File: src/song.hex
// Note number in the high byte, duration in steps in the low byte
// Am: A3 C4 E4, G: G3 B3 D4, F: F3 A3 C4, each arpeggio played four times
3930
3C30
4030
3930
3C30
4030
3930
3C30
4030
3930
3C30
4030
3730
3B30
3E30
3730
3B30
3E30
3730
3B30
3E30
3730
3B30
3E30
3530
3930
3C30
3530
3930
3C30
3530
3930
3C30
3530
3930
3C30
3730
3B30
3E30
3730
3B30
3E30
3730
3B30
3E30
3730
3B30
3E30

File: src/logic/music_pkg.sv
package music_pkg;

    // ~~~~~~~~~~~~~~~~~~~~~~~~~~~~~~~~~~~~~~~~~~~~~~~~~~
    // Sizes
    // ~~~~~~~~~~~~~~~~~~~~~~~~~~~~~~~~~~~~~~~~~~~~~~~~~~
    localparam int SONG_LEN   = 48;
    localparam int IDX_W      = 6;
    localparam int NOTE_W     = 8;
    localparam int DUR_W      = 8;
    localparam int TEMPO_W    = 16;  // clk_out cycles per step
    localparam int PER_W      = 24;
    localparam int AXI_ADDR_W = 4;
    localparam int AXI_DATA_W = 32;

    localparam logic [TEMPO_W-1:0] TEMPO_RESET = 16'd4;

    localparam logic [1:0] RESP_OKAY   = 2'b00;
    localparam logic [1:0] RESP_SLVERR = 2'b10;

    // Octave-zero half-periods, C upward, equal tempered
    localparam logic [PER_W-1:0] PITCH_HALF [12] = '{
        24'd1600, 24'd1510, 24'd1425, 24'd1345,
        24'd1270, 24'd1199, 24'd1131, 24'd1068,
        24'd1008, 24'd951,  24'd898,  24'd848
    };

    // ~~~~~~~~~~~~~~~~~~~~~~~~~~~~~~~~~~~~~~~~~~~~~~~~~~
    // Types
    // ~~~~~~~~~~~~~~~~~~~~~~~~~~~~~~~~~~~~~~~~~~~~~~~~~~
    typedef enum logic [1:0] {
        ST_IDLE,
        ST_FETCH,
        ST_PLAY
    } player_state_t;

    typedef enum logic [AXI_ADDR_W-1:0] {
        REG_CTRL   = 4'h0,  // 0 start, 1 stop, 2 loop
        REG_TEMPO  = 4'h4,
        REG_STATUS = 4'h8,  // 0 playing, 13:8 index
        REG_NOTE   = 4'hC
    } reg_addr_t;

endpackage

File: src/logic/player_ctrl_if.sv
`timescale 1ns/1ps

interface player_ctrl_if;
    // Host side
    logic                         start;  // One-cycle pulse
    logic                         stop;   // One-cycle pulse
    logic                         loop;
    logic [music_pkg::TEMPO_W-1:0] tempo;

    // Sequencer side
    logic                         playing;
    logic [music_pkg::IDX_W-1:0]   index;
    logic [music_pkg::NOTE_W-1:0]  note;

    modport regs (output start, stop, loop, tempo, input playing, index, note);
    modport seq (input start, stop, loop, tempo, output playing, index, note);
endinterface

File: src/logic/note_timer_if.sv
`timescale 1ns/1ps

interface note_timer_if;
    logic                         load;      // Restarts the timer
    logic [music_pkg::DUR_W-1:0]   duration;  // In steps
    logic [music_pkg::TEMPO_W-1:0] tempo;     // Cycles per step
    logic                         expire;

    modport seq (output load, duration, tempo, input expire);
    modport timer (input load, duration, tempo, output expire);
endinterface

File: src/logic/music_regs.sv
`timescale 1ns/1ps

module music_regs (
    input  logic                            clk_out,
    input  logic                            rst,
    input  logic [music_pkg::AXI_ADDR_W-1:0] awaddr,
    input  logic                            awvalid,
    output logic                            awready,
    input  logic [music_pkg::AXI_DATA_W-1:0] wdata,
    input  logic                            wvalid,
    output logic                            wready,
    output logic [1:0]                      bresp,
    output logic                            bvalid,
    input  logic                            bready,
    input  logic [music_pkg::AXI_ADDR_W-1:0] araddr,
    input  logic                            arvalid,
    output logic                            arready,
    output logic [music_pkg::AXI_DATA_W-1:0] rdata,
    output logic [1:0]                      rresp,
    output logic                            rvalid,
    input  logic                            rready,
    player_ctrl_if.regs                     ctrl
);

    logic                            wr_accept;
    logic                            rd_accept;
    logic                            wr_hit;
    logic                            rd_hit;
    logic [music_pkg::AXI_DATA_W-1:0] rd_data;

    // Address and data taken together, one outstanding response per channel
    assign wr_accept = awvalid && wvalid && !bvalid;
    assign rd_accept = arvalid && !rvalid;
    assign awready   = wr_accept;
    assign wready    = wr_accept;
    assign arready   = rd_accept;

    // ~~~~~~~~~~~~~~~~~~~~~~~~~~~~~~~~~~~~~~~~~~~~~~~~~~
    // Address decode
    // ~~~~~~~~~~~~~~~~~~~~~~~~~~~~~~~~~~~~~~~~~~~~~~~~~~
    always_comb begin
        case (music_pkg::reg_addr_t'(awaddr))
            music_pkg::REG_CTRL, music_pkg::REG_TEMPO,
            music_pkg::REG_STATUS, music_pkg::REG_NOTE: wr_hit = 1'b1;
            default:                                    wr_hit = 1'b0;
        endcase
    end

    always_comb begin
        rd_data = '0;
        rd_hit  = 1'b1;
        case (music_pkg::reg_addr_t'(araddr))
            music_pkg::REG_CTRL:   rd_data[2] = ctrl.loop;  // Start and stop read as zero
            music_pkg::REG_TEMPO:  rd_data[music_pkg::TEMPO_W-1:0] = ctrl.tempo;
            music_pkg::REG_STATUS: begin
                rd_data[0]    = ctrl.playing;
                rd_data[13:8] = ctrl.index;
            end
            music_pkg::REG_NOTE:   rd_data[music_pkg::NOTE_W-1:0] = ctrl.note;
            default:               rd_hit = 1'b0;
        endcase
    end

    // ~~~~~~~~~~~~~~~~~~~~~~~~~~~~~~~~~~~~~~~~~~~~~~~~~~
    // Registers and handshake
    // ~~~~~~~~~~~~~~~~~~~~~~~~~~~~~~~~~~~~~~~~~~~~~~~~~~
    always_ff @(posedge clk_out) begin
        if (rst) begin
            bvalid     <= 1'b0;
            rvalid     <= 1'b0;
            ctrl.start <= 1'b0;
            ctrl.stop  <= 1'b0;
            ctrl.loop  <= 1'b0;
            ctrl.tempo <= music_pkg::TEMPO_RESET;
        end else begin
            ctrl.start <= 1'b0;
            ctrl.stop  <= 1'b0;

            if (wr_accept) begin
                bvalid <= 1'b1;
                case (music_pkg::reg_addr_t'(awaddr))
                    music_pkg::REG_CTRL: begin
                        ctrl.start <= wdata[0];
                        ctrl.stop  <= wdata[1];
                        ctrl.loop  <= wdata[2];
                    end
                    music_pkg::REG_TEMPO: ctrl.tempo <= wdata[music_pkg::TEMPO_W-1:0];
                    default: ;  // Status and note are read-only
                endcase
            end else if (bready) begin
                bvalid <= 1'b0;
            end

            if (rd_accept) begin
                rvalid <= 1'b1;
            end else if (rready) begin
                rvalid <= 1'b0;
            end
        end
    end

    // Response payload, held while valid is high
    always_ff @(posedge clk_out) begin
        if (wr_accept) begin
            bresp <= wr_hit ? music_pkg::RESP_OKAY : music_pkg::RESP_SLVERR;
        end
        if (rd_accept) begin
            rdata <= rd_data;
            rresp <= rd_hit ? music_pkg::RESP_OKAY : music_pkg::RESP_SLVERR;
        end
    end

endmodule

File: src/logic/song_sequencer.sv
`timescale 1ns/1ps

module song_sequencer (
    input  logic                           clk_out,
    input  logic                           rst,
    player_ctrl_if.seq                     ctrl,
    note_timer_if.seq                      tmr,
    output logic [music_pkg::IDX_W-1:0]     rom_addr,
    input  logic [music_pkg::NOTE_W-1:0]    rom_note,
    input  logic [music_pkg::DUR_W-1:0]     rom_duration,
    output logic [music_pkg::NOTE_W-1:0]    tone_note,
    output logic                           tone_enable
);

    music_pkg::player_state_t     state;
    logic [music_pkg::IDX_W-1:0]  index;
    logic [music_pkg::IDX_W-1:0]  idx_next;
    logic                        last;

    assign last     = index == music_pkg::IDX_W'(music_pkg::SONG_LEN - 1);
    assign idx_next = last ? '0 : index + 1'b1;

    // Look one entry ahead on expiry so the table word is ready in ST_FETCH
    assign rom_addr = (state == music_pkg::ST_PLAY && tmr.expire) ? idx_next : index;

    assign tmr.load     = state == music_pkg::ST_FETCH;
    assign tmr.duration = rom_duration;
    assign tmr.tempo    = ctrl.tempo;

    assign ctrl.playing = state != music_pkg::ST_IDLE;
    assign ctrl.index   = index;
    assign ctrl.note    = tone_note;

    always_ff @(posedge clk_out) begin
        if (rst) begin
            state       <= music_pkg::ST_IDLE;
            index       <= '0;
            tone_note   <= '0;
            tone_enable <= 1'b0;
        end else if (ctrl.stop) begin
            state       <= music_pkg::ST_IDLE;
            index       <= '0;
            tone_enable <= 1'b0;
        end else begin
            case (state)
                music_pkg::ST_IDLE: if (ctrl.start) state <= music_pkg::ST_FETCH;
                music_pkg::ST_FETCH: begin
                    state       <= music_pkg::ST_PLAY;
                    tone_note   <= rom_note;
                    tone_enable <= 1'b1;
                end
                music_pkg::ST_PLAY: begin
                    if (tmr.expire) begin
                        index <= idx_next;
                        if (last && !ctrl.loop) begin
                            state       <= music_pkg::ST_IDLE;  // End of song
                            tone_enable <= 1'b0;
                        end else begin
                            state <= music_pkg::ST_FETCH;
                        end
                    end
                end
                default: state <= music_pkg::ST_IDLE;
            endcase
        end
    end

endmodule

File: src/logic/step_timer.sv
`timescale 1ns/1ps

module step_timer (
    input  logic         clk_out,
    input  logic         rst,
    note_timer_if.timer  tmr
);

    logic [music_pkg::TEMPO_W-1:0] tempo_q;
    logic [music_pkg::TEMPO_W-1:0] cyc;
    logic [music_pkg::DUR_W-1:0]   dur_q;
    logic [music_pkg::DUR_W-1:0]   step;
    logic                         running;
    logic                         step_done;

    assign step_done  = cyc == tempo_q - 1'b1;
    assign tmr.expire = running && step_done && step == dur_q - 1'b1;

    always_ff @(posedge clk_out) begin
        if (rst) begin
            running <= 1'b0;
            cyc     <= '0;
            step    <= '0;
        end else if (tmr.load) begin
            running <= 1'b1;
            cyc     <= '0;
            step    <= '0;
        end else if (running) begin
            if (step_done) begin
                cyc <= '0;
                if (tmr.expire) running <= 1'b0;
                else            step    <= step + 1'b1;
            end else begin
                cyc <= cyc + 1'b1;
            end
        end
    end

    // Note length captured at load
    always_ff @(posedge clk_out) begin
        if (tmr.load) begin
            tempo_q <= tmr.tempo;
            dur_q   <= tmr.duration;
        end
    end

endmodule

File: src/logic/song_rom.sv
`timescale 1ns/1ps

module song_rom (
    input  logic                        clk_out,
    input  logic [music_pkg::IDX_W-1:0]  addr,
    output logic [music_pkg::NOTE_W-1:0] note,
    output logic [music_pkg::DUR_W-1:0]  duration
);

    // Am, G, F, G arpeggios, each chord four times
    logic [music_pkg::NOTE_W+music_pkg::DUR_W-1:0] mem [music_pkg::SONG_LEN];

    initial begin
        $readmemh("/design/src/song.hex", mem);
    end

    always_ff @(posedge clk_out) begin
        {note, duration} <= mem[addr];  // Note high byte, steps low byte
    end

endmodule

File: src/logic/tone_gen.sv
`timescale 1ns/1ps

module tone_gen (
    input  logic                        clk_out,
    input  logic                        rst,
    input  logic [music_pkg::NOTE_W-1:0] note,
    input  logic                        enable,
    output logic                        beep
);

    logic [3:0]                  pitch;   // Pitch class, 0 is C
    logic [4:0]                  octave;
    logic [music_pkg::PER_W-1:0]  half;
    logic [music_pkg::PER_W-1:0]  cnt;
    logic [music_pkg::NOTE_W-1:0] note_q;
    logic                        active;

    assign pitch  = 4'(note % 8'd12);
    assign octave = 5'(note / 8'd12);
    assign half   = music_pkg::PITCH_HALF[pitch] >> octave;

    // Rests and very high notes stay silent
    assign active = enable && note != '0 && half != '0;

    always_ff @(posedge clk_out) begin
        if (rst) begin
            cnt    <= '0;
            note_q <= '0;
            beep   <= 1'b0;
        end else begin
            note_q <= note;
            if (!active || note != note_q) begin
                cnt  <= '0;  // New note restarts the period
                beep <= 1'b0;
            end else if (cnt == half - 1'b1) begin
                cnt  <= '0;
                beep <= ~beep;
            end else begin
                cnt <= cnt + 1'b1;
            end
        end
    end

endmodule

File: src/logic/music_player.sv
`timescale 1ns/1ps

module music_player (
    input  logic                            clk_out,
    input  logic                            rst,
    input  logic [music_pkg::AXI_ADDR_W-1:0] awaddr,
    input  logic                            awvalid,
    output logic                            awready,
    input  logic [music_pkg::AXI_DATA_W-1:0] wdata,
    input  logic                            wvalid,
    output logic                            wready,
    output logic [1:0]                      bresp,
    output logic                            bvalid,
    input  logic                            bready,
    input  logic [music_pkg::AXI_ADDR_W-1:0] araddr,
    input  logic                            arvalid,
    output logic                            arready,
    output logic [music_pkg::AXI_DATA_W-1:0] rdata,
    output logic [1:0]                      rresp,
    output logic                            rvalid,
    input  logic                            rready,
    output logic                            beep
);

    logic [music_pkg::IDX_W-1:0]  rom_addr;
    logic [music_pkg::NOTE_W-1:0] rom_note;
    logic [music_pkg::DUR_W-1:0]  rom_duration;
    logic [music_pkg::NOTE_W-1:0] tone_note;
    logic                        tone_enable;

    player_ctrl_if ctrl_if ();
    note_timer_if  tmr_if ();

    // ~~~~~~~~~~~~~~~~~~~~~~~~~~~~~~~~~~~~~~~~~~~~~~~~~~
    // Host registers
    // ~~~~~~~~~~~~~~~~~~~~~~~~~~~~~~~~~~~~~~~~~~~~~~~~~~
    music_regs i_music_regs (
        .clk_out (clk_out),
        .rst     (rst),
        .awaddr  (awaddr),
        .awvalid (awvalid),
        .awready (awready),
        .wdata   (wdata),
        .wvalid  (wvalid),
        .wready  (wready),
        .bresp   (bresp),
        .bvalid  (bvalid),
        .bready  (bready),
        .araddr  (araddr),
        .arvalid (arvalid),
        .arready (arready),
        .rdata   (rdata),
        .rresp   (rresp),
        .rvalid  (rvalid),
        .rready  (rready),
        .ctrl    (ctrl_if)
    );

    // ~~~~~~~~~~~~~~~~~~~~~~~~~~~~~~~~~~~~~~~~~~~~~~~~~~
    // Playback path
    // ~~~~~~~~~~~~~~~~~~~~~~~~~~~~~~~~~~~~~~~~~~~~~~~~~~
    song_sequencer i_song_sequencer (
        .clk_out      (clk_out),
        .rst          (rst),
        .ctrl         (ctrl_if),
        .tmr          (tmr_if),
        .rom_addr     (rom_addr),
        .rom_note     (rom_note),
        .rom_duration (rom_duration),
        .tone_note    (tone_note),
        .tone_enable  (tone_enable)
    );

    step_timer i_step_timer (
        .clk_out (clk_out),
        .rst     (rst),
        .tmr     (tmr_if)
    );

    song_rom i_song_rom (
        .clk_out  (clk_out),
        .addr     (rom_addr),
        .note     (rom_note),
        .duration (rom_duration)
    );

    tone_gen i_tone_gen (
        .clk_out (clk_out),
        .rst     (rst),
        .note    (tone_note),
        .enable  (tone_enable),
        .beep    (beep)
    );

endmodule

File: config.mk
export PLATFORM = sky130hd
export DESIGN_NAME = music_player
export DESIGN_NICKNAME = d
export VERILOG_FILES = /design/src/logic/music_pkg.sv /design/src/logic/player_ctrl_if.sv /design/src/logic/note_timer_if.sv /design/src/logic/music_regs.sv /design/src/logic/song_sequencer.sv /design/src/logic/step_timer.sv /design/src/logic/song_rom.sv /design/src/logic/tone_gen.sv /design/src/logic/music_player.sv
export SDC_FILE = /design/constraint.sdc
export NUM_CORES = 1
export LEC_CHECK = 0
export BUFFER_PORTS_ARGS = -buffer_cell sky130_fd_sc_hd__clkbuf_2
export CORE_MARGIN = 5
export CORE_UTILIZATION = 40
export DETAILED_ROUTE_END_ITERATION = 10
export SYNTH_ARGS = -nofsm -noshare
export SYNTH_HDL_FRONTEND = slang
export SYNTH_SLANG_ARGS = --single-unit
File: constraint.sdc
create_clock -name clk_out -period 5 [get_ports clk_out]
set_input_delay 0.75 -clock clk_out [delete_from_list [all_inputs] [get_ports clk_out]]
set_output_delay 0.75 -clock clk_out [all_outputs]
set_load 0.01 [all_outputs]
==> metrics.yaml, run 1 <==
status:
  status: "complete, no violations"
setup_path:
  start_kind: "flop"
  arrival_ns: 4.19
  crit_type: "flop to flop"
  critical_path_required_ns: 5.23
  r2r_start: "i_step_timer.tempo_q[0]"
  endpoint_kind: "flop"
  crit_start: "i_step_timer.tempo_q[0]"
  path_max_fanout: 16
die:
  core_sq_um: 10400
  die_area_sq_um: 12800
  io_pins: 89
  die_x_um: 113
  start_util_pct: 41.1
  rows: 37
  die_y_um: 113
detailed_routing:
  drtIter0Drc: 155
  routed_via_density: 5.15
  firstDrtPassIters: 4
  drtAntennaViolNets: 0
  vias: 3173
  drt-total-wl_mm: 9.28
  wire_per_inst_um: 15.1
  drc: 0
sta:
  rsz0062_at_grt: "no"
  maxSlewViolCount: 0
  whs_ns: 0.459
  worst_pin_slew_ns: 1.14
  tns_ns: 0
  max_slew_margin_pct: 23.6
  skew_ns: 0.0173
  fmax_mhz: 252
  setup_viol: 0
  period_minus_slack_ns: 3.96
  period_share_pct: 79.3
  hold_viol_final: 0
power_and_ir_drop:
  switchingPower_w: 0.000338
  cellLeakagePower_nw: 1.86
  p_clk_share_pct: 37.6
  power_density_nw_per_um2: 274
  p_sw_share_pct: 25.9
  irDropWorstVdd_mv: 0.132
  power_frac_comb_pct: 4.7
  p_seq_share_pct: 57.7
  internal_power_w: 0.000970
cts:
  clk_path_buf_depth: 2
  post_cts_resized: 0
  worstSkewPairLatency_ns: 0.37
  cts-root-buf: "clkbuf_8"
  cts_setup_buffers: 0
  postCtsHoldBufs: 0
  htree_levels: 3
  cts_sinks: 88
  cts_inserted_buffers: 9
  clk_pin_slew_worst_paths_ns: 0.10
  cts_tree: "yes"
global_routing:
  grt_max_degree: 30
  grt-ovfl-total: 0
  grt_pass1_vias: 3062
  antenna_found_initial: 0
  grt_pass1_wl_mm: 15.4
  track_usage_pct: 14.9
min_path:
  hold_path_class: "flop to flop"
  hp-start: "i_music_regs.ctrl.tempo[4]"
final_layout:
  final_common_cell: "dfxtp_1"
  layout_common_cells: "54 x dfxtp_1, 53 x clkbuf_2, 45 x nor2_1"
  area_growth_pct: 11.9
  nets: 527
  fin_area_sq_um: 4770
  n_antenna_cell: 0
  final_layout_size_suffix_gt1_share_pct: 17.1
synthesis:
  async_flop_share_pct: 0
  syn_area_per_cell_sq_um: 10.0
  synthFlopType: "dfxtp_1"
  yosysTopAreaCell: "dfxtp_1"
  synth.top_cell.area_share_pct: 25.3
  syn_area_sq_um: 4270
  ys_ff_latch: 88
  synth.area.top_cells: "dfxtp_1 25%, edfxtp_1 24%, mux2i_1 5.6%"
  synth.distinct_cells: 54
  ys_seq_area_share_pct: 49.3
  ys_warn_count: 0
  synth_edf_count: 34
  netlist_instances: 426
flow_run:
  maxCapViolCount: 0
place:
  gp_congestion: 0.843
  placed_area_sq_um: 4580
  io_buffers: 53
  dp_hpwl_mm: 6.70
==> metrics by stage <==
stage / total power [W] / worst slack, ns / instances / utilization [%]
floorplan: 0.000815 / 1.63 / 444 / -
global placement: 0.000833 / 1.10 / 600 / 44.1
detailed placement: 0.000834 / 1.05 / 600 / 44.1
CTS: 0.00133 / 1.01 / 616 / 46.0
global route: 0.00137 / 0.871 / 616 / 46.0
finish: 0.00131 / 1.04 / 616 / 46.0
==> final cells by class <==
class | instances | area (sq um)
multi-input combinational | 306 | 1970
sequential | 88 | 2100
tap | 136 | 170
clock buffer | 9 | 124
fill | 1034 | 5600
clock inverter | 7 | 73.8
inverter | 15 | 56.3
timing repair buffer | 55 | 280
==> power groups by stage <==
stage	combinational, W	sequential (W)	clock, W
CTS	0.0000620	0.000756	0.000510
finish	0.0000611	0.000755	0.000492
floorplan	0.0000392	0.000775	0
global route	0.0000678	0.000757	0.000541
detailed placement	0.0000618	0.000772	0
global placement	0.0000611	0.000772	0
==> registers in the layout (all words and copies together), names as in the netlist <==
signal	flops
i_step_timer.cyc	16
i_music_regs.bvalid	1
i_music_regs.ctrl.tempo	16
i_music_regs.ctrl.loop	1
i_song_sequencer.ctrl.index	6
i_music_regs.rresp	1
i_song_sequencer.state	2
i_step_timer.tempo_q	16
i_music_regs.ctrl.stop	1
i_music_regs.rdata	16
i_step_timer.running	1
i_music_regs.bresp	1
i_step_timer.step	8
i_music_regs.ctrl.start	1
i_music_regs.rvalid	1
==> metal layers <==
metal	vias to the layer above	wire, um	track usage, %
li1	1600	-	-
met1	1491	4490	20.5
met2	78	4210	23.6
met3	4	513	3.16
met4	0	68	4.81
met5	-	0	0
==> cell usage after synthesis (all sizes together), types with 2 or more instances <==
library cell	n
dfxtp	54
nor2	45
edfxtp	34
mux2i	24
nand2	23
buf	22
xor2	18
inv	15
nand3	15
a21oi	14
clkbuf	13
xnor2	13
and2	12
o21ai	12
or3	12
and3	10
or4	10
nor3	8
nor4	8
a22o	6
ha	5
nand4	4
nor2b	4
nor3b	4
o31ai	4
o41ai	4
or2	4
nand2b	3
nand3b	3
a211o	2
a31o	2
nand4b	2
o2111ai	2
==> logic make-up (layout without fill, tap and decap cells) <==
kind of cell | after synthesis | count (layout) | share of synthesized area [%]
DFF | 88 | 88 | 49.3
and+or+nand+nor | 170 | 170 | 21.5
muxes | 24 | 24 | 5.63
other | 1 | 19 | 0.0879
buffers and inverters | 50 | 86 | 6.25
xor gates and xnor gates | 31 | 31 | 6.37
AOI/OAI and AO/OA | 57 | 57 | 9.39
adders and majority gates | 5 | 5 | 1.47
==> worst max-delay path: stages (launching register included) <==
cell      delay [ns]
edfxtp_1        0.46
inv_1           0.09
ha_1            0.21
or4b_4          0.52
o31a_1          0.30
or4_1           0.53
a211o_1         0.28
or4_1           0.73
o21ai_2         0.59
nor2_1          0.12
==> path summary, 6_finish.rpt <==
check                                          endpoint  cells past startpoint  slack, ns
worst max register to register      i_step_timer.cyc[4]                      9       1.04
worst max-delay path                i_step_timer.cyc[4]                      9       1.04
worst min-delay path            i_step_timer.tempo_q[4]                      0       0.46
worst min register to register  i_step_timer.tempo_q[4]                      0       0.46
No activity file was read; power rests on OpenSTA's default activity.
==> run 2, diff against run 1 <==
clock period = 3.5 ns   (was 5 ns; I/O delays follow)
==> run 2 against run 1 <==
  * Utilization up 1.5 points
  * Design area up 3.3%
  * Cell count up 2.6%
  * Worst hold slack worse by 0.12 ns
  * Flip-flop and latch count unchanged
  * Largest cell class unchanged
  * Largest power group unchanged
==> metrics.yaml, run 2 (synthesis gave the netlist of run 1 again) <==
detailed_routing:
  drc: 0
  routed_via_density: 5.12
  drtIter0Drc: 111
  firstDrtPassIters: 5
  wire_per_inst_um: 14.6
  drtAntennaViolNets: 0
  vias: 3235
  drt-total-wl_mm: 9.24
sta:
  maxSlewViolCount: 0
  period_minus_slack_ns: 3.38
  worst_slack_ns: 0.124
  hold_viol_final: 0
  rsz0062_at_grt: "yes"
  worst_pin_slew_ns: 0.733
  skew_ns: 0.00696
  fmax_mhz: 296
  period_share_pct: 96.5
  max_slew_margin_pct: 51.1
  setup_viol: 0
  whs_ns: 0.338
  tns_ns: 0
power_and_ir_drop:
  cellLeakagePower_nw: 1.94
  p_seq_share_pct: 59.3
  switchingPower_w: 0.000430
  irDropWorstVdd_mv: 0.221
  power_frac_comb_pct: 5.0
  p_sw_share_pct: 23.6
  internal_power_w: 0.00139
  power_density_nw_per_um2: 369
  p_clk_share_pct: 35.7
die:
  rows: 37
  core_sq_um: 10400
  start_util_pct: 41.1
  die_area_sq_um: 12800
  io_pins: 89
  die_x_um: 113
  die_y_um: 113
place:
  dp_cells: 612
  dp_hpwl_mm: 6.79
  gp_congestion: 0.834
  io_buffers: 53
  pre_cts_slack_ns: 0.0549
  placed_area_sq_um: 4680
global_routing:
  grt_max_degree: 30
  grt_pass1_wl_mm: 15.5
  antenna_found_initial: 0
  grt_pass1_vias: 3154
  grt-ovfl-total: 0
  track_usage_pct: 15.0
final_layout:
  layout.cells.non_filler: 632
  area_growth_pct: 15.6
  final_common_cell: "dfxtp_1"
  layout_common_cells: "54 x dfxtp_1, 53 x clkbuf_2, 45 x nor2_1"
  nets: 543
  final_layout_size_suffix_gt1_share_pct: 21.0
  n_antenna_cell: 0
  fin_area_sq_um: 4930
setup_path:
  arrival_ns: 3.68
  cp_cell_sequence: "inv_1, ha_2, or4b_4, buf_4, or2_2, o311ai_1, o221ai_1, or4_4, buf_12, or4_4, a21oi_2"
  worst_path_most_repeated_cell: "or4_4"
  slowest_stage: "or4_4"
  endpoint_kind: "flop"
  crit_type: "flop to flop"
  path_buf_inv: 3
  start_kind: "flop"
  slowest_delay_ns: 0.57
  cp_top_family: "simple AND/OR/NAND/NOR gates"
  critical_path_required_ns: 3.80
  path_max_fanout: 15
cts:
  cts-root-buf: "clkbuf_8"
  cts_tree: "yes"
  worstSkewPairLatency_ns: 0.36
  postCtsHoldBufs: 0
  clk_pin_slew_worst_paths_ns: 0.09
  cts_inserted_buffers: 9
  clk_path_buf_depth: 2
  htree_levels: 3
  cts_sinks: 88
min_path:
  hold_path_class: "primary input to flop"
flow_run:
  maxCapViolCount: 0
status:
  status: "complete, no violations"
==> run 2: worst reg2reg max path, stage by stage (launching register included) <==
cell and delay (ns):
edfxtp_1 0.39, inv_1 0.07, ha_2 0.17, or4b_4 0.45, buf_4 0.16, or2_2 0.30
o311ai_1 0.30, o221ai_1 0.19, or4_4 0.57, buf_12 0.17, or4_4 0.41, a21oi_2 0.13
==> run 2: power by group through the flow <==
stage | registers, W | clock network, W | logic (W)
3_5_place_dp | 0.00110 | 0 | 0.0000926
2_1_floorplan | 0.00111 | 0 | 0.0000560
6_report | 0.00108 | 0.000650 | 0.0000917
5_1_grt | 0.00108 | 0.000719 | 0.000101
3_3_place_gp | 0.00110 | 0 | 0.0000913
4_1_cts | 0.00108 | 0.000668 | 0.0000928
==> run 2: final cells by class <==
| type | instances | area, sq um |
|---|---|---|
| Sequential cell | 88 | 2100 |
| Clock inverter | 5 | 41.3 |
| Clock buffer | 11 | 141 |
| Inverter | 15 | 56.3 |
| Fill cell | 1014 | 5440 |
| Tap cell | 136 | 170 |
| Timing Repair Buffer | 71 | 425 |
| Multi-Input combinational cell | 306 | 1990 |
==> run 2: final timing paths <==
path	startpoint	endpoint	slack [ns]	cells after the start
min reg2reg	i_music_regs.ctrl.tempo[3]	i_step_timer.tempo_q[3]	0.46	0
max	i_step_timer.tempo_q[0]	i_step_timer.step[1]	0.12	11
max reg2reg	i_step_timer.tempo_q[0]	i_step_timer.step[1]	0.12	11
min	rready	i_music_regs.rvalid	0.34	2
==> run 2: stage by stage <==
| step | power [W] | util [%] |
|---|---|---|
| after floorplan | 0.00116 | - |
| after global placement | 0.00119 | 45.1 |
| after detailed placement | 0.00120 | 45.1 |
| after CTS | 0.00184 | 46.9 |
| after global routing | 0.00190 | 47.6 |
| final | 0.00182 | 47.6 |
==> run 2: metal layers <==
| metal | vias up | GRT usage [%] | share of wire (%) |
|---|---|---|---|
| met1 | 1520 | 20.1 | 47 |
| li1 | 1625 | - | - |
| met2 | 75 | 23.7 | 46 |
| met4 | 0 | 6.65 | 1.9 |
| met5 | - | 0 | 0 |
| met3 | 15 | 2.94 | 4.3 |
==> run 2: timing repair <==
| item | CTS | global route |
|---|---|---|
| setup buffers | 0 | 4 |
| gates resized for setup | 0 | 10 |
| endpoints found under the hold margin | 0 | 0 |
| setup endpoints to repair | 0 | 6 |
